==> config.mk <==
export PLATFORM = sky130hd
export DESIGN_NAME = fpAdder
export DESIGN_NICKNAME = d
export VERILOG_FILES = /design/src/common/fpFormat.sv /design/src/common/fpPipe.sv /design/src/fpAdder/fpAlign.sv /design/src/fpAdder/fpMantSum.sv /design/src/fpAdder/fpNormalize.sv /design/src/fpAdder/fpRound.sv /design/src/fpAdder/fpAdder.sv
export VERILOG_INCLUDE_DIRS = /design/src /design/src/common
export SDC_FILE = /design/constraint.sdc
export NUM_CORES = 1
export LEC_CHECK = 0
export BUFFER_PORTS_ARGS = -buffer_cell sky130_fd_sc_hd__buf_4
export CELL_PAD_IN_SITES_DETAIL_PLACEMENT = 0
export CELL_PAD_IN_SITES_GLOBAL_PLACEMENT = 1
export CORE_MARGIN = 2
export CORE_UTILIZATION = 35
export CTS_CLUSTER_SIZE = 40
export DETAILED_ROUTE_END_ITERATION = 10
export PLACE_DENSITY_LB_ADDON = 0.1
export SETUP_SLACK_MARGIN = 0.05
export SYNTH_ARGS = -nofsm -noshare
export SYNTH_HDL_FRONTEND = slang
export SYNTH_HIERARCHICAL = 1
export SYNTH_SLANG_ARGS = --single-unit
==> constraint.sdc <==
create_clock -name clk -period 4 [get_ports clk]
set_input_delay 0.6 -clock clk [delete_from_list [all_inputs] [get_ports clk]]
set_output_delay 0.6 -clock clk [all_outputs]
set_load 0.02 [all_outputs]
==> src/common/fpConsts.svh <==
`ifndef FP_CONSTS_SVH
`define FP_CONSTS_SVH

// binary32 fields
`define FP_EXP_W 8
`define FP_MAN_W 23
// Significand incl. hidden bit
`define FP_SIG_W 24

// All-ones biased exponent, marks NaN / infinity
`define FP_EXP_MAX 8'hff

// Zero bits appended below the significand for guard/round/sticky
`define FP_EXT_W 8
// Carry + significand + extension
`define FP_SUM_W 33
`define FP_SHIFT_W 5

// Input exception vector width
`define FP_EXC_W 5
// Pipeline registers between input and result
`define FP_PIPE_DEPTH 3

`endif

==> src/common/fpFormat.sv <==
`default_nettype none
`include "fpConsts.svh"

package fpFormat;

	// Sign, exponent, mantissa
	typedef logic [`FP_EXP_W+`FP_MAN_W:0] fpWord;

	typedef logic [`FP_EXP_W-1:0] fpExp;  // Biased exponent
	typedef logic [`FP_MAN_W-1:0] fpMant; // Stored fraction
	typedef logic [`FP_SIG_W-1:0] fpSig;  // Hidden bit + fraction
	typedef logic [`FP_SHIFT_W-1:0] fpShift;

	// [4] any special, [3] aNaN, [2] bNaN, [1] aInf, [0] bInf
	typedef logic [`FP_EXC_W-1:0] fpInExc;

	// IEEE 754 exception flags, no divide-by-zero in an adder
	typedef struct packed {
		logic overflow;
		logic underflow;
		logic invalid;
		logic inexact;
	} fpFlags;

endpackage

`default_nettype wire

==> src/common/fpPipe.sv <==
`default_nettype none
`include "fpConsts.svh"

package fpPipe;

	////////////////////////////////////////////////////////////////////////////
	// Stage 1 -> 2, operands ordered and aligned
	typedef struct packed {
		logic op;                      // 0 add, 1 subtract
		logic signA;
		logic signB;
		logic bLarger;                 // |b| > |a|
		fpFormat::fpExp commonExp;     // Exponent of larger operand
		fpFormat::fpShift alignShift;  // Right shift applied to minSig
		fpFormat::fpMant maxMant;      // Larger fraction, hidden bit implied
		fpFormat::fpInExc inExc;
		fpFormat::fpSig minSig;        // Smaller significand after alignment
	} alignRec;

	////////////////////////////////////////////////////////////////////////////
	// Stage 2 -> 3, raw sum after coarse normalize
	typedef struct packed {
		logic [`FP_SUM_W-1:0] coarseSum;
		fpFormat::fpShift normShift;   // Full left shift, bit 4 already applied
		fpFormat::fpExp commonExp;
		logic signA;
		logic signB;
		logic op;
		logic bLarger;
		fpFormat::fpInExc inExc;
	} sumRec;

	////////////////////////////////////////////////////////////////////////////
	// Stage 3 -> 4, normalized and ready to round
	typedef struct packed {
		fpFormat::fpMant normMant;
		logic [`FP_EXP_W:0] normExp;   // Extra bit catches carry / wrap
		logic zeroSum;
		logic negExp;
		logic guard;
		logic round;
		logic sticky;
		logic signA;
		logic signB;
		logic op;
		logic bLarger;
		fpFormat::fpInExc inExc;
	} normRec;

endpackage

`default_nettype wire

==> src/fpAdder/fpAlign.sv <==
`default_nettype none
`include "fpConsts.svh"

// Stage 1: classify, order by magnitude, align smaller significand
module fpAlign (
	input  fpFormat::fpWord a,
	input  fpFormat::fpWord b,
	input  logic op,
	output fpPipe::alignRec align
);

	localparam int MagW = `FP_EXP_W + `FP_MAN_W; // Magnitude bits, sign excluded

	fpFormat::fpExp expA;
	fpFormat::fpExp expB;
	fpFormat::fpMant mantA;
	fpFormat::fpMant mantB;
	fpFormat::fpExp diffAB;
	fpFormat::fpExp diffBA;
	fpFormat::fpShift shift;
	fpFormat::fpSig lvl0;
	fpFormat::fpSig lvl1;
	fpFormat::fpSig lvl2;
	fpFormat::fpSig lvl3;
	logic aNaN;
	logic bNaN;
	logic aInf;
	logic bInf;
	logic bLarger;

	assign expA = a[`FP_MAN_W +: `FP_EXP_W];
	assign expB = b[`FP_MAN_W +: `FP_EXP_W];
	assign mantA = a[`FP_MAN_W-1:0];
	assign mantB = b[`FP_MAN_W-1:0];

	// All-ones exponent: NaN if fraction nonzero, else infinity
	assign aNaN = (expA == `FP_EXP_MAX) & (|mantA);
	assign bNaN = (expB == `FP_EXP_MAX) & (|mantB);
	assign aInf = (expA == `FP_EXP_MAX) & ~(|mantA);
	assign bInf = (expB == `FP_EXP_MAX) & ~(|mantB);

	assign bLarger = a[MagW-1:0] < b[MagW-1:0]; // Exp and fraction compare as one integer

	assign diffAB = expA - expB;
	assign diffBA = expB - expA;
	assign shift = bLarger ? diffBA[`FP_SHIFT_W-1:0] : diffAB[`FP_SHIFT_W-1:0]; // Wraps past 31

	////////////////////////////////////////////////////////////////////////////
	// Right shifter, bits falling off the bottom are lost
	assign lvl0 = {1'b1, bLarger ? mantA : mantB}; // Smaller one, hidden bit restored
	assign lvl1 = shift[4] ? (lvl0 >> 16) : lvl0;
	assign lvl2 = lvl1 >> {shift[3:2], 2'b00};     // 0/4/8/12
	assign lvl3 = lvl2 >> shift[1:0];              // 0/1/2/3

	always_comb begin
		align.op = op;
		align.signA = a[MagW];
		align.signB = b[MagW];
		align.bLarger = bLarger;
		align.commonExp = bLarger ? expB : expA;
		align.alignShift = shift;
		align.maxMant = bLarger ? mantB : mantA;
		align.inExc = {aNaN | bNaN | aInf | bInf, aNaN, bNaN, aInf, bInf};
		align.minSig = lvl3;
	end

endmodule

`default_nettype wire

==> src/fpAdder/fpMantSum.sv <==
`default_nettype none
`include "fpConsts.svh"

// Stage 2: effective add/sub, leading-one search, 16-bit coarse normalize
module fpMantSum (
	input  fpPipe::alignRec align,
	output fpPipe::sumRec sum
);

	logic effSub;                    // Signs and op disagree
	logic [`FP_SUM_W-1:0] bigVal;
	logic [`FP_SUM_W-1:0] smallVal;
	logic [`FP_SUM_W-1:0] rawSum;
	fpFormat::fpShift normShift;

	assign effSub = align.op ^ align.signA ^ align.signB;

	// Top bit left free for the carry, extension bits zero
	assign bigVal = {1'b0, 1'b1, align.maxMant, {`FP_EXT_W{1'b0}}};
	assign smallVal = {1'b0, align.minSig, {`FP_EXT_W{1'b0}}};

	assign rawSum = effSub ? bigVal - smallVal : bigVal + smallVal;

	////////////////////////////////////////////////////////////////////////////
	// Leading-one detect over carry down to the round position
	always_comb begin
		normShift = fpFormat::fpShift'(`FP_SUM_W - `FP_EXT_W + 1); // Nothing set, zero sum
		for (int i = `FP_EXT_W - 1; i < `FP_SUM_W; i++) begin
			if (rawSum[i]) begin
				normShift = fpFormat::fpShift'(`FP_SUM_W - 1 - i); // Highest set bit wins
			end
		end
	end

	// Larger operand was picked by magnitude, so a subtract never borrows
	always_comb begin
		assert (effSub !== 1'b1 || rawSum[`FP_SUM_W-1] !== 1'b1)
			else $error("fpMantSum: carry set in effective subtract");
	end

	always_comb begin
		sum.coarseSum = normShift[`FP_SHIFT_W-1] ? (rawSum << 16) : rawSum; // Coarse step
		sum.normShift = normShift;
		sum.commonExp = align.commonExp;
		sum.signA = align.signA;
		sum.signB = align.signB;
		sum.op = align.op;
		sum.bLarger = align.bLarger;
		sum.inExc = align.inExc;
	end

endmodule

`default_nettype wire

==> src/fpAdder/fpNormalize.sv <==
`default_nettype none
`include "fpConsts.svh"

// Stage 3: fine left shift, exponent adjust, guard/round/sticky
module fpNormalize (
	input  fpPipe::sumRec sum,
	output fpPipe::normRec norm
);

	logic [`FP_SUM_W-1:0] lvl2;
	logic [`FP_SUM_W-1:0] lvl3;     // Leading one now at the carry position
	logic [`FP_EXP_W:0] expOk;      // Exponent before carry fixup
	logic msbSet;

	////////////////////////////////////////////////////////////////////////////
	// Remaining shift levels, 16 already done upstream
	assign lvl2 = sum.coarseSum << {sum.normShift[3:2], 2'b00}; // 0/4/8/12
	assign lvl3 = lvl2 << sum.normShift[1:0];                   // 0/1/2/3

	assign msbSet = lvl3[`FP_SUM_W-1];

	// Shift counted from the carry bit, so a normal result gets +1 back
	assign expOk = {1'b0, sum.commonExp} - (`FP_EXP_W + 1)'(sum.normShift);

	always_comb begin
		norm.normMant = lvl3[`FP_SUM_W-2 -: `FP_MAN_W]; // Drop the leading one
		norm.normExp = msbSet ? expOk + 1'b1 : expOk;
		norm.zeroSum = ~(|lvl3);
		norm.negExp = expOk[`FP_EXP_W];    // Borrow out of the subtract

		// Bits below the kept fraction
		norm.guard = lvl3[`FP_EXT_W];
		norm.round = lvl3[`FP_EXT_W-1];
		norm.sticky = |lvl3[`FP_EXT_W-2:0];

		// Pass-through fields
		norm.signA = sum.signA;
		norm.signB = sum.signB;
		norm.op = sum.op;
		norm.bLarger = sum.bLarger;
		norm.inExc = sum.inExc;
	end

endmodule

`default_nettype wire

==> src/fpAdder/fpRound.sv <==
`default_nettype none
`include "fpConsts.svh"

// Stage 4: round to nearest even, pack result, raise flags
module fpRound (
	input  fpPipe::normRec norm,
	output fpFormat::fpWord result,
	output fpFormat::fpFlags flags
);

	logic roundUp;
	logic [`FP_MAN_W:0] roundUpMant;  // One extra bit for mantissa overflow
	fpFormat::fpMant roundMant;
	logic roundOf;
	logic [`FP_EXP_W:0] roundExp;
	logic sign;
	logic lost;                       // Any bit below the fraction nonzero
	logic expOver;

	// Above half, or exact tie with odd lsb
	assign roundUp = norm.guard & (norm.round | norm.sticky | norm.normMant[0]);
	assign roundUpMant = {1'b0, norm.normMant} + 1'b1;
	assign roundMant = roundUp ? roundUpMant[`FP_MAN_W-1:0] : norm.normMant;
	assign roundOf = roundUp & roundUpMant[`FP_MAN_W]; // 1.111.. rolled over to 10.000..

	assign roundExp = norm.zeroSum ? '0 : norm.normExp + roundOf;

	// Zero sum sign by operand signs and op, else sign of larger operand
	assign sign = norm.zeroSum ?
		((norm.signA ^ norm.signB) | (norm.signA & norm.signB & ~norm.op)) :
		((~norm.bLarger & norm.signA) |
			((norm.op ^ norm.signB) & (norm.bLarger | norm.signA)));

	assign result = {sign, roundExp[`FP_EXP_W-1:0], roundMant};

	////////////////////////////////////////////////////////////////////////////
	// Exception flags
	assign lost = norm.guard | norm.round | norm.sticky;
	assign expOver = ~norm.negExp &
		(roundExp[`FP_EXP_W] | (roundExp[`FP_EXP_W-1:0] == `FP_EXP_MAX)); // Hit or passed 255

	always_comb begin
		flags.overflow = expOver | norm.inExc[1] | norm.inExc[0]; // Or an infinite input
		flags.underflow = norm.negExp & lost;
		flags.invalid = norm.inExc[3] | norm.inExc[2];            // NaN in
		flags.inexact = lost | flags.overflow | flags.underflow | norm.inExc[4];
	end

	// All-zero sum upstream must leave nothing but the sign
	always_comb begin
		assert (norm.zeroSum !== 1'b1 || result[`FP_EXP_W+`FP_MAN_W-1:0] == '0)
			else $error("fpRound: zero sum with nonzero exponent or fraction");
	end

endmodule

`default_nettype wire

==> src/fpAdder/fpAdder.sv <==
`default_nettype none
`include "fpConsts.svh"

// binary32 add/sub, one op per clock, three cycle latency
module fpAdder (
	input  logic clk,
	input  logic rst,
	input  fpFormat::fpWord a,
	input  fpFormat::fpWord b,
	input  logic op,                   // 0 add, 1 subtract
	output fpFormat::fpWord result,
	output fpFormat::fpFlags flags
);

	fpPipe::alignRec alignNext;
	fpPipe::alignRec alignReg;
	fpPipe::sumRec sumNext;
	fpPipe::sumRec sumReg;
	fpPipe::normRec normNext;
	fpPipe::normRec normReg;

	fpAlign alignStage (
		.a(a),
		.b(b),
		.op(op),
		.align(alignNext)
	);

	fpMantSum sumStage (
		.align(alignReg),
		.sum(sumNext)
	);

	fpNormalize normStage (
		.sum(sumReg),
		.norm(normNext)
	);

	// Output side is combinational off normReg
	fpRound roundStage (
		.norm(normReg),
		.result(result),
		.flags(flags)
	);

	////////////////////////////////////////////////////////////////////////////
	// Pipeline registers, zero record decodes to +0 and no flags
	always_ff @(posedge clk) begin
		if (rst) begin
			alignReg <= '0;
			sumReg <= '0;
			normReg <= '0;
		end else begin
			alignReg <= alignNext;
			sumReg <= sumNext;
			normReg <= normNext;
		end
	end

	// Once the pipe has flushed out of reset the output is fully driven
	resultKnown: assert property (@(posedge clk)
		!rst && !$past(rst) && !$past(rst, 2) |=> !$isunknown(result))
		else $error("fpAdder: unknown result after reset flush");

endmodule

`default_nettype wire

# Word level (Yosys, flattened, before mapping)
# Cells that the tools add are included.
word_totals:
  elab_cells: 134
  ff_bits: 165
  input_bits: 67
op_classes:
  n_bitwise: 39
  shift: 4
  reduce_logical: 9
  n_addsub: 8
  n_mux: 37
  magnitude_cmp: 1
  n_eq_ne: 3
ops:
  columns: ["cell", "n"]
  rows:
  - ["$mux 5", 26]
  - ["$mux 23", 3]
  - ["$mux 33", 2]
  - ["$reduce_or 23->1", 2]
  - ["$add 32x32->33", 1]
  - ["$reduce_or 33->1", 1]
  - ["$shl 33x2->33", 1]
  - ["$shl 33x4->33", 1]
  - ["$sub 32x32->33", 1]
  - ["$lt 31x31->1", 1]
  - ["$add 23x1->24 const B", 1]
  - ["$eq 8x8->1 const B", 3]
  - ["$mux 24", 1]
  - ["$shr 24x2->24", 1]
  - ["$shr 24x4->24", 1]
  - ["$mux 9", 2]
  - ["$or 1x1->1", 17]
  - ["$and 1x1->1", 12]
  - ["$sub 5x5->5", 2]
  - ["$add 9x1->9", 1]
  - ["$add 9x1->9 const B", 1]
  - ["$reduce_or 9->1", 1]
  - ["$sub 8x5->9", 1]
  - ["$mux 8", 1]
  - ["8 further kinds", 17]

# Logic depth before layout (Yosys ltp)
# Gate-level depths: netlist of the first run.
logic_depth:
  ltp_word: 30
  mapped_depth: 19
  mapped_depth_nobuf: 16

# By module
# Netlist of the first run, hierarchy kept.
by_module_without_submodules:
  columns: ["mod", "cells_each", "area_per_inst_um2", "seq_area_each_um2", "n_inst"]
  rows:
  - ["fpAdder", 359, 4946.0, 3403.3, 1]
  - ["fpAlign", 507, 3295.7, 0.0, 1]
  - ["fpMantSum", 390, 2860.2, 0.0, 1]
  - ["fpNormalize", 266, 1950.6, 0.0, 1]
  - ["fpRound", 126, 828.3, 0.0, 1]

# Worst setup path before layout of the first run
# OpenSTA, ideal clock, no wires.
synth_timing:
  path_type: "reg-to-reg"
  startpoint: "register alignReg[2] (netlist name)"
  endpoint: "register sumReg[50] (netlist name)"
  synth_period_minus_slack_ns: 4.269
  path_stages_with_launch: 17
  path_slack_ns: -0.269
  t_arrival_ns: 4.207
  path_cell_list: "dfxtp_1 -> or4_4 -> nor4_4 -> and2_1 -> a21oi_1 -> xnor2_1 -> ha_1 -> and2_1 -> a221o_1 -> a31o_1 -> or3_1 -> o22a_1 -> nor3_2 -> o211ai_4 -> buf_6 -> o41ai_2 -> nor2b_4"
synth_rtl:
  columns: ["item", "line_no", "source"]
  rows:
  - ["start, declared", "fpAdder.sv:16", "fpPipe::alignRec alignReg;"]
  - ["start signal, assigned", "fpAdder.sv:54", "alignReg <= alignNext;"]
  - ["end signal, assigned", "fpAdder.sv:55", "sumReg <= sumNext;"]
  - ["end, declared", "fpAdder.sv:18", "fpPipe::sumRec sumReg;"]

==> results of run 1 <==
[flip-flops by register name, indices dropped and copies added (netlist names)]
| name | count |
|---|---|
| sumReg | 55 |
| alignReg | 64 |
| normReg | 46 |
[where the power goes]
| part | internal [uW] | switching (uW) | total (uW) |
|---|---|---|---|
| Combinational | 4090 | 4090 | 8180 |
| Sequential | 2000 | 346 | 2350 |
| Clock | 871 | 724 | 1590 |
| Total | 6960 | 5160 | 12100 |
[how the worst max path moves through the flow]
stage | startpoint | to | slack, ps | cells after the start
6_report | alignReg[5] | sumReg[51] | -280 | 16
4_1_cts | alignReg[5] | sumReg[48] | -250 | 16
5_1_grt | alignReg[5] | sumReg[51] | -470 | 16
2_1_floorplan | alignReg[5] | sumReg[37] | -190 | 16
3_3_place_gp | alignReg[5] | sumReg[51] | -280 | 17
3_5_place_dp | alignReg[5] | sumReg[48] | -390 | 16
[placed cells by master (no fill, tap or decap), types with 57 or more instances in the layout]
cell / n
buf_4: 342
dfxtp_1: 156
nand2_1: 148
nor2b_1: 89
nor2_1: 88
nor2b_2: 85
o21ai_0: 78
a21oi_1: 71
inv_1: 70
ha_1: 63
mux2i_1: 57
xnor2_1: 57
[timing repair]
item,4_1_cts,5_1_grt
buffers inserted,33,12
resized for setup,68,33
endpoints found under the setup margin,25,26
cloned,2,1
pin swaps,26,32
[per-stage QoR]
step	setup TNS, ps	hold WS, ps	worst slack (ps)	total power (uW)
floorplan	-2170	503	-193	7020
global route	-8870	369	-474	13000
detailed placement	-6570	423	-386	9780
CTS	-4460	345	-248	11900
finish	-4720	374	-280	12100
global placement	-5130	423	-277	9760
[metal layers]
| layer | GRT usage [%] | share of wire, % | wire, um | vias up |
|---|---|---|---|---|
| met3 | 2.89 | 3.0 | 1320 | 74 |
| met1 | 26.0 | 44 | 19000 | 5819 |
| met2 | 37.2 | 49 | 21300 | 242 |
| met5 | 0 | 0.030 | 13 | - |
| met4 | 9.72 | 4.2 | 1810 | 2 |
| li1 | - | - | - | 6351 |
[area by class of cell]
class / instances / area (sq um) / area share, %
clock buffer: 17 / 425 / 2.43
clock inverter: 14 / 143 / 0.815
inverter: 77 / 292 / 1.67
multi-input combinational: 1282 / 9780 / 55.9
sequential: 165 / 3320 / 19.0
tap: 518 / 648 / 3.70
timing repair buffer: 366 / 2890 / 16.5
[worst max-delay path: stages, from the launching register on]
cell,delay (ps)
dfxtp_2,320
or4_4,570
nor3b_4,270
buf_6,160
a31oi_4,80
xnor2_2,160
ha_1,300
a21o_1,200
a221o_1,340
a31o_1,200
or3_1,300
o22a_2,230
nor3_4,320
o211ai_4,150
buf_6,160
o41ai_4,270
nor2b_4,180
==> impl_summary.log, run 1 <==
INFO  metric cts_num_sinks = between 150 and 200
INFO  metric timing.hold.worst.class = primary input to flop
INFO  metric timing.final.crit_share = 107%
INFO  metric num_vias = between 10000 and 15000
INFO  metric regToRegSetupSlack = -280 ps
INFO  metric timing_hold_violations_final = 0
INFO  metric worstPathArrival = about 4700 ps
INFO  metric fraction_of_final_layout_cells_sized_beyond_drive_strength_1 = 34.5%
INFO  metric syn_area = 13700 sq um
INFO  metric cts_root_buf = clkbuf_16
INFO  metric worst_hold_path.num_cells = 2
INFO  metric clk_path_buf_depth = 2
INFO  metric tritoncts = built
INFO  metric detail_route.iter0.violations = 538
INFO  metric worst-slew-pin-transition = between 800 and 900 ps
INFO  metric postRouteWirelength = about 43 mm
INFO  metric worstPathRequired = ~4400 ps
INFO  metric floorplan.io_pins = 103
INFO  metric post_cts_hold_buffer_count = 0
INFO  metric place.detailed.hpwl = between 30 and 40 mm
INFO  metric netlist_instances = between 1500 and 2000
INFO  metric cellPowerDensity = just under 700 nW/um^2
INFO  metric number_of_antenna_violations_at_the_first_check_in_global_routing = 1
INFO  metric timing.final.setup_violations = 23
INFO  metric max-vdd-ir-drop = ~0.31 mV
INFO  metric grt.total_usage = a little over a fifth
INFO  metric synthesis.area_per_instance = 8.39 sq um
INFO  metric result_of_the_run = finished with violations
INFO  metric floorplan.die_area = between 40000 and 50000 sq um
INFO  metric floorplan.initialDensity = a little over a third
INFO  metric max_fclk = 234 MHz
INFO  metric detailedRoute.firstPassIterationCount = 4
INFO  metric relative_slew_margins = roughly 45%
INFO  metric worstPathMaxFanout = 5
INFO  metric worstRegToRegCells = 16
INFO  metric clock_insertion_delay_worst_skew = between 400 and 500 ps
INFO  metric leakage = roughly 0.0074 uW
INFO  metric first_global_vias = approximately 13000
INFO  metric drc = 0
INFO  metric setup.worst_path.end_class = flop
INFO  metric worstReg2RegEnd = sumReg[51]
INFO  metric insertedDiodeCount = 0
INFO  metric cts_max_level = 4
INFO  metric min_to = alignReg[67]
INFO  metric die_w = about 200 um
INFO  metric clock_skew = approximately 11 ps
INFO  metric core_region_area = between 30000 and 40000 sq um
INFO  metric cts_buffers = 17
INFO  metric path_clk_slew = 70 ps
INFO  metric slew_viol_final = 0
INFO  metric maximum_number_of_pins_on_one_net_before_global_route_repair = approximately 80
INFO  metric rows = slightly above 70
INFO  metric dpl.cell_count = about 2400
INFO  metric antenna_left = 0
INFO  metric drt-vias-per-instance = a little over 5
INFO  metric synth.yosys.warnings = 6
INFO  metric setup_slack = -280 ps
INFO  metric fillers = ~3900
INFO  metric fin_cells = between 2000 and 2500
INFO  metric final_core_utilization = 45.2%
INFO  metric layout-area-overhead-vs-synth = 27.3%
INFO  metric timing.critical_path.from_type = flop
INFO  metric violations = setup timing
INFO  metric timing.hold.worst.start = a[31]
INFO  metric grt_total_ovfl = 0
INFO  metric final_nets = 2050
INFO  metric height_of_the_die = 202 um
INFO  metric detail_route.wl_per_cell = between 15 and 20 um
INFO  metric buffer_ports.inserted = around 100
INFO  metric post_dp_cell_area = about 16000 sq um
INFO  metric crit_path_class = flop to flop
INFO  metric worst_r2r_startpoint = alignReg[5]
INFO  metric grt_setup_unrepaired = yes
INFO  metric final_area = around 17000 sq um
INFO  metric gp_congestion = 0.910
INFO  metric grt_first_pass_wirelength = approximately 70 mm
INFO  metric timing.max_cap.violations = 0
INFO  metric finalWorstPathRequiredPeriod = about 4300 ps
Note: power is estimated with default switching activity, not from simulation.
==> run 2: changes to the inputs <==
- SYNTH_HIERARCHICAL: 1 -> unset
==> impl_summary.log, run 2 <==
INFO  metric result_of_the_run = finished with violations
INFO  metric violations = setup timing
INFO  metric detail_route.iter0.violations = 732
INFO  metric timing.final.setup_violations = 24
INFO  metric timing.final.crit_share = 106%
INFO  metric leading_cell_type_in_the_layout_fill_and_taps_excluded = buf_4
INFO  metric worstPathRequired = 4340 ps
INFO  metric fin_setup_tns = -3700 ps
INFO  metric fin_cells = about 2300
INFO  metric grt_setup_unrepaired = yes
INFO  metric synth.yosys.warnings = 0
INFO  metric max_flop_register = alignReg
INFO  metric cts_num_sinks = around 160
INFO  metric max-vdd-ir-drop = 0.392 mV
INFO  metric layout_top_registers = alignReg (64), sumReg (47), normReg (44)
INFO  metric insertedDiodeCount = 0
INFO  metric worstPathMaxFanout = 7
INFO  metric cp.buffers_inverters = 1
INFO  metric first_global_vias = 11800
INFO  metric gp_congestion = ~0.94
INFO  metric postSynthNetCount = 1635
INFO  metric crit_path_cell_trace = or4_4, nor4_4, nand2_1, or2_4, o41ai_2, xor2_1, ha_1, nand2_2, nand2b_1, a21o_1, and2_1, or3_1, a22oi_2, o22ai_2, nor4b_4, buf_4, nand4_4, o22ai_1
INFO  metric floorplan.initialDensity = between 30% and 40%
INFO  metric drt-vias-per-instance = around 5.2
INFO  metric grt_total_ovfl = 0
INFO  metric cts_root_buf = clkbuf_16
INFO  metric clk_path_buf_depth = 2
INFO  metric crit_path_class = flop to flop
INFO  metric clock_insertion_delay_worst_skew = roughly 430 ps
INFO  metric largest_register_ffs = 64
INFO  metric slew_viol_final = 0
INFO  metric fin_hold_ws = about 380 ps
INFO  metric setup_slack = -231 ps
INFO  metric syn_area = approximately 12000 sq um
INFO  metric timing.critical_path.from_type = flop
INFO  metric worstPathArrival = between 4000 and 5000 ps
INFO  metric synth.distinct_cells = 97
INFO  metric dpl.cell_count = roughly 2200
INFO  metric rows = 66
INFO  metric layout.cells.most_common_list = buf_4 (346), nand2_1 (172), dfxtp_1 (150), nor2_1 (144), a21oi_1 (109)
INFO  metric postRouteWirelength = around 41 mm
INFO  metric cellPowerDensity = approximately 670 nW/um^2
INFO  metric antenna_left = 0
INFO  metric setup.worst_path.end_class = flop
INFO  metric finalWorstPathRequiredPeriod = 4230 ps
INFO  metric synth_async_sr_flop_share = 0%
INFO  metric groute.layer.met3.usage = 3.08%
INFO  metric synth.top_cell.area_share = between 20% and 30%
INFO  metric timing.max_cap.violations = 0
INFO  metric buffer_ports.inserted = 102
INFO  metric ys_dominant_reg_cell = dfxtp_1
INFO  metric cp_slowest_cell = or4_4
INFO  metric clock_skew = about 17 ps
INFO  metric height_of_the_die = about 190 um
INFO  metric max_fclk = between 200 and 250 MHz
INFO  metric timing.hold.worst.class = primary input to flop
INFO  metric grt_busiest_layer = met2
INFO  metric timing_hold_violations_final = 0
INFO  metric layout-area-overhead-vs-synth = 33.7%
INFO  metric grt.total_usage = around a quarter
INFO  metric relative_slew_margins = between 40 and 50%
INFO  metric synthTopCellsByArea = dfxtp_1 (27%), ha_1 (7.3%), nand2_1 (5.6%)
INFO  metric path_clk_slew = 70 ps
INFO  metric post_cts_hold_buffer_count = 0
INFO  metric core_region_area = ~33000 sq um
INFO  metric die_w = 186 um
INFO  metric final_nets = ~1900
INFO  metric fraction_of_final_layout_cells_sized_beyond_drive_strength_1 = 28.6%
INFO  metric cts_buffers = 17
INFO  metric met2_usage = a little over two fifths
INFO  metric max_stage_delay = 570 ps
INFO  metric floorplan.die_area = about 35000 sq um
INFO  metric synthesis.area_per_instance = ~7.8 sq um
INFO  metric worst-slew-pin-transition = about 760 ps
INFO  metric place.detailed.hpwl = approximately 33 mm
INFO  metric number_of_antenna_violations_at_the_first_check_in_global_routing = 0
INFO  metric final_core_utilization = ~48%
INFO  metric synth_area_leader_cell = dfxtp_1
INFO  metric leakage = approximately 0.0069 uW
INFO  metric tritoncts = built
INFO  metric detailedRoute.firstPassIterationCount = 6
INFO  metric floorplan.io_pins = ~100
INFO  metric yosys_register_bits = about 160
INFO  metric grt_first_pass_wirelength = between 60 and 70 mm
INFO  metric number_of_enable_type_register_cells_in_the_synthesized_netlist = 0
INFO  metric netlist_instances = 1496
INFO  metric drc = 0
INFO  metric detail_route.wl_per_cell = approximately 18 um
INFO  metric fillers = around 3300
INFO  metric regToRegSetupSlack = -230 ps
INFO  metric maximum_number_of_pins_on_one_net_before_global_route_repair = 79
INFO  metric seq_area_frac_synth = a little over a quarter
INFO  metric timing.critical_path.max_delay_family = simple AND/OR/NAND/NOR gates
INFO  metric num_vias = about 12000
INFO  metric cts_max_level = 4
INFO  metric synthTopCellsByCount = nand2_1 (174), dfxtp_1 (155), nor2_1 (148)
INFO  metric grtUsageMet1 = approximately 28%
INFO  metric synth.most_common_cell = nand2_1
[run 2: changes by cell type in the layout (fill, tap and decap cells not counted), moves of 8 or more]
| cell | previous run | this run |
|---|---|---|
| nor2b_2 | 85 | 2 |
| nor2_1 | 88 | 144 |
| nor2b_1 | 89 | 39 |
| a21oi_1 | 71 | 109 |
| o21ai_0 | 78 | 49 |
| nand2_1 | 148 | 172 |
| nand3_1 | 23 | 43 |
| mux2_2 | 32 | 16 |
| o211ai_1 | 25 | 9 |
| o22ai_1 | 26 | 10 |
| nor3_1 | 26 | 40 |
| buf_6 | 18 | 5 |
| nor2b_4 | 11 | 0 |
| conb_1 | 8 | 0 |
[run 2: layer usage]
layer  vias to the layer above  routed length [um]
li1                       5955                   -
met1                      5440               17600
met2                       308               20200
met3                        75                1700
met4                         0                1370
met5                         -                   0
[run 2: per-stage QoR]
| step | cell area (sq um) | power (uW) | setup slack (ps) |
|---|---|---|---|
| global route | 15600 | 11200 | -432 |
| global placement | 14500 | 8410 | -270 |
| detailed placement | 14500 | 8430 | -365 |
| finish | 15600 | 10400 | -231 |
| CTS | 15400 | 10300 | -174 |
| floorplan | 11700 | 5850 | -302 |
[run 2: cell families after synthesis]
group	Yosys count	share of synthesized area, %
AO/OA/AOI/OAI	354	20.3
XOR/XNOR	86	6.59
adder cells (fa/ha/maj)	72	7.99
buffers and inverters	146	5.08
flip-flops	155	26.6
multiplexers	74	7.39
AND/OR/NAND/NOR	609	26.0
[run 2: worst paths after layout]
path / start / to / cells after the start
min: b[31] / alignReg[66] / 2
max: alignReg[2] / sumReg[49] / 18
min reg2reg: alignReg[24] / sumReg[0] / 1
max reg2reg: alignReg[2] / sumReg[49] / 18
[run 2: area by class of cell]
cell class / count / area [sq um] / share of cell area (%)
Clock buffer: 17 / 425 / 2.73
Clock inverter: 14 / 173 / 1.11
Inverter: 76 / 285 / 1.83
Multi-Input combinational cell: 1195 / 8290 / 53.3
Timing Repair Buffer: 355 / 2730 / 17.6
Sequential cell: 155 / 3110 / 20.0
Tap cell: 442 / 553 / 3.55
[run 2: power breakdown]
part           internal [uW]  total, uW  switching [uW]
registers               1880       2150             273
logic                   3190       6650            3460
clock network            943       1640             694
[run 2: what timing repair did]
item | in CTS | in global routing
gates resized for setup | 42 | 32
setup endpoints to repair | 25 | 26
setup buffers | 24 | 4
pin swaps | 16 | 34
==> run 3: changes to the inputs <==
--- a/config.mk
+++ b/config.mk
@@ -16,4 +16,5 @@
 export PLACE_DENSITY_LB_ADDON = 0.1
 export SETUP_SLACK_MARGIN = 0.05
+export SKIP_LAST_GASP = 1
 export SYNTH_ARGS = -nofsm -noshare
 export SYNTH_HDL_FRONTEND = slang
==> constraint.sdc (replaced) <==
create_clock -name clk -period 4 [get_ports clk]
set_input_delay 0.4 -clock clk [delete_from_list [all_inputs] [get_ports clk]]
set_output_delay 0.4 -clock clk [all_outputs]
set_load 0.02 [all_outputs]
==> impl_summary.log, run 3 (synthesis gave the netlist of run 2 again) <==
INFO  metric cts_max_level = 4
INFO  metric drc = 0
INFO  metric setup.worst_path.end_class = flop
INFO  metric num_vias = between 10000 and 15000
INFO  metric clock_insertion_delay_worst_skew = around 430 ps
INFO  metric worstPathMaxFanout = 9
INFO  metric insertedDiodeCount = 0
INFO  metric cts_num_sinks = 155
INFO  metric antenna_left = 0
INFO  metric floorplan.io_pins = approximately 100
INFO  metric layout.cells.most_common_list = buf_4 (313), nand2_1 (172), dfxtp_1 (151), nor2_1 (145), a21oi_1 (116)
INFO  metric timing.final.setup_violations = 21
INFO  metric worst-slew-pin-transition = 831 ps
INFO  metric cp_slowest_cell = or4_4
INFO  metric die_w = about 190 um
INFO  metric finalWorstPathRequiredPeriod = ~4200 ps
INFO  metric grt_setup_unrepaired = yes
INFO  metric crit_path_class = flop to flop
INFO  metric max-vdd-ir-drop = between 0.3 and 0.4 mV
INFO  metric height_of_the_die = roughly 190 um
INFO  metric timing.max_cap.violations = 0
INFO  metric fillers = ~3400
INFO  metric worstPathRequired = between 4000 and 5000 ps
INFO  metric grt_total_ovfl = 0
INFO  metric leading_cell_type_in_the_layout_fill_and_taps_excluded = buf_4
INFO  metric number_of_antenna_violations_at_the_first_check_in_global_routing = 0
INFO  metric worstPathArrival = roughly 4500 ps
INFO  metric gp_congestion = around 0.95
INFO  metric tritoncts = built
INFO  metric relative_slew_margins = between 40% and 50%
INFO  metric rows = 66
INFO  metric drt-vias-per-instance = 5.26
INFO  metric layout-area-overhead-vs-synth = 30.0%
INFO  metric clock_skew = between 6 and 7 ps
INFO  metric fraction_of_final_layout_cells_sized_beyond_drive_strength_1 = between 20% and 30%
INFO  metric max_fclk = 241 MHz
INFO  metric final_core_utilization = between 40 and 50%
INFO  metric cts_root_buf = clkbuf_16
INFO  metric max_flop_register = alignReg
INFO  metric floorplan.die_area = roughly 35000 sq um
INFO  metric timing.final.crit_share = 104%
INFO  metric timing.critical_path.from_type = flop
INFO  metric leakage = around 0.0067 uW
INFO  metric grt.total_usage = 23.3%
INFO  metric clk_path_buf_depth = 2
INFO  metric violations = setup timing
INFO  metric floorplan.initialDensity = roughly 36%
INFO  metric largest_register_ffs = 64
INFO  metric cellPowerDensity = around 670 nW/um^2
INFO  metric crit_path_cell_trace = or4_4, nor4_4, nand2_1, or2_4, o41ai_4, xor2_1, ha_1, nand2_2, nand2b_4, a21o_1, and2_4, or3_4, a22oi_2, o22ai_2, nor4b_4, a41o_1, buf_12, nor2_2
INFO  metric max_stage_delay = ~570 ps
INFO  metric report.power.total = approximately 10000 uW
INFO  metric first_global_vias = between 10000 and 15000
INFO  metric timing.hold.worst.class = primary input to flop
INFO  metric slew_viol_final = 0
INFO  metric detail_route.wl_per_cell = 18.4 um
INFO  metric cts_buffers = 17
INFO  metric multi_input_comb_area = 8230 sq um
INFO  metric path_clk_slew = around 60 ps
INFO  metric buffer_ports.inserted = 102
INFO  metric place.detailed.hpwl = 33.0 mm
INFO  metric final_nets = 1901
INFO  metric layout_top_registers = alignReg (64), sumReg (47), normReg (44)
INFO  metric setup_slack = -156 ps
INFO  metric result_of_the_run = finished with violations
INFO  metric detail_route.iter0.violations = ~840
INFO  metric postRouteWirelength = around 40 mm
INFO  metric detailedRoute.firstPassIterationCount = 5
INFO  metric core_region_area = 32600 sq um
INFO  metric regArea = slightly above 3000 sq um
INFO  metric timing_hold_violations_final = 0
INFO  metric grt_first_pass_wirelength = 63.9 mm
INFO  metric maximum_number_of_pins_on_one_net_before_global_route_repair = 78
-- run 3: area by class of cell --
| cell class | count | share of cell area [%] |
|---|---|---|
| timing repair buffer | 317 | 16.0 |
| tap | 442 | 3.65 |
| clock buffer | 18 | 2.90 |
| clock inverter | 14 | 0.735 |
| sequential | 155 | 20.5 |
| multi-input combinational | 1195 | 54.3 |
| inverter | 76 | 1.88 |
-- run 3: metal layers --
layer	GRT usage, %	share of wire, %
met1	28.1	43
met2	41.2	49
met3	3.74	4.3
met4	9.95	3.6
met5	0	0
-- run 3: path summary, 6_finish.rpt --
check                    from           end  slack (ps)  cells after the start
setup / recovery  alignReg[4]    sumReg[32]        -160                     18
hold reg to reg     sumReg[1]    normReg[1]         430                      1
setup reg to reg  alignReg[4]    sumReg[32]        -160                     18
hold / removal          b[31]  alignReg[66]         180                      2
-- run 3: critical path, delay by kind of cell (launching register included) --
kind | cells | cell delay [ps]
buffers and inverters | 1 | 150
AND/OR/NAND/NOR | 10 | 2100
XOR/XNOR | 1 | 190
adder cells (fa/ha/maj) | 1 | 280
flip-flops | 1 | 320
AO/OA/AOI/OAI | 5 | 1010
-- run 3: what timing repair did --
| action | in CTS | in global routing |
|---|---|---|
| setup buffers | 18 | 8 |
| setup endpoints to repair | 25 | 25 |
| hold buffers | 0 | 0 |
| pin swaps | 21 | 18 |
| gates resized for setup | 33 | 21 |
-- run 3: through the flow --
| stage | hold WS [ps] | TNS [ps] | instances | instance area [sq um] | setup WS, ps |
|---|---|---|---|---|---|
| 6_report | 178 | -2540 | 2217 | 15100 | -156 |
| 3_3_place_gp | 416 | -5610 | 2160 | 14200 | -306 |
| 2_1_floorplan | 414 | -4110 | 1496 | 11700 | -302 |
| 5_1_grt | 185 | -9300 | 2217 | 15100 | -472 |
| 3_5_place_dp | 420 | -7120 | 2160 | 14200 | -400 |
| 4_1_cts | 154 | -3080 | 2210 | 15000 | -179 |
-- run 3: where the power goes --
part	total [uW]	switching [uW]	internal, uW	leakage, uW
Combinational	6490	3400	3080	0.00514
Sequential	2150	271	1880	0.00128
Clock	1520	697	821	0.000258
Total	10200	4370	5790	0.00668
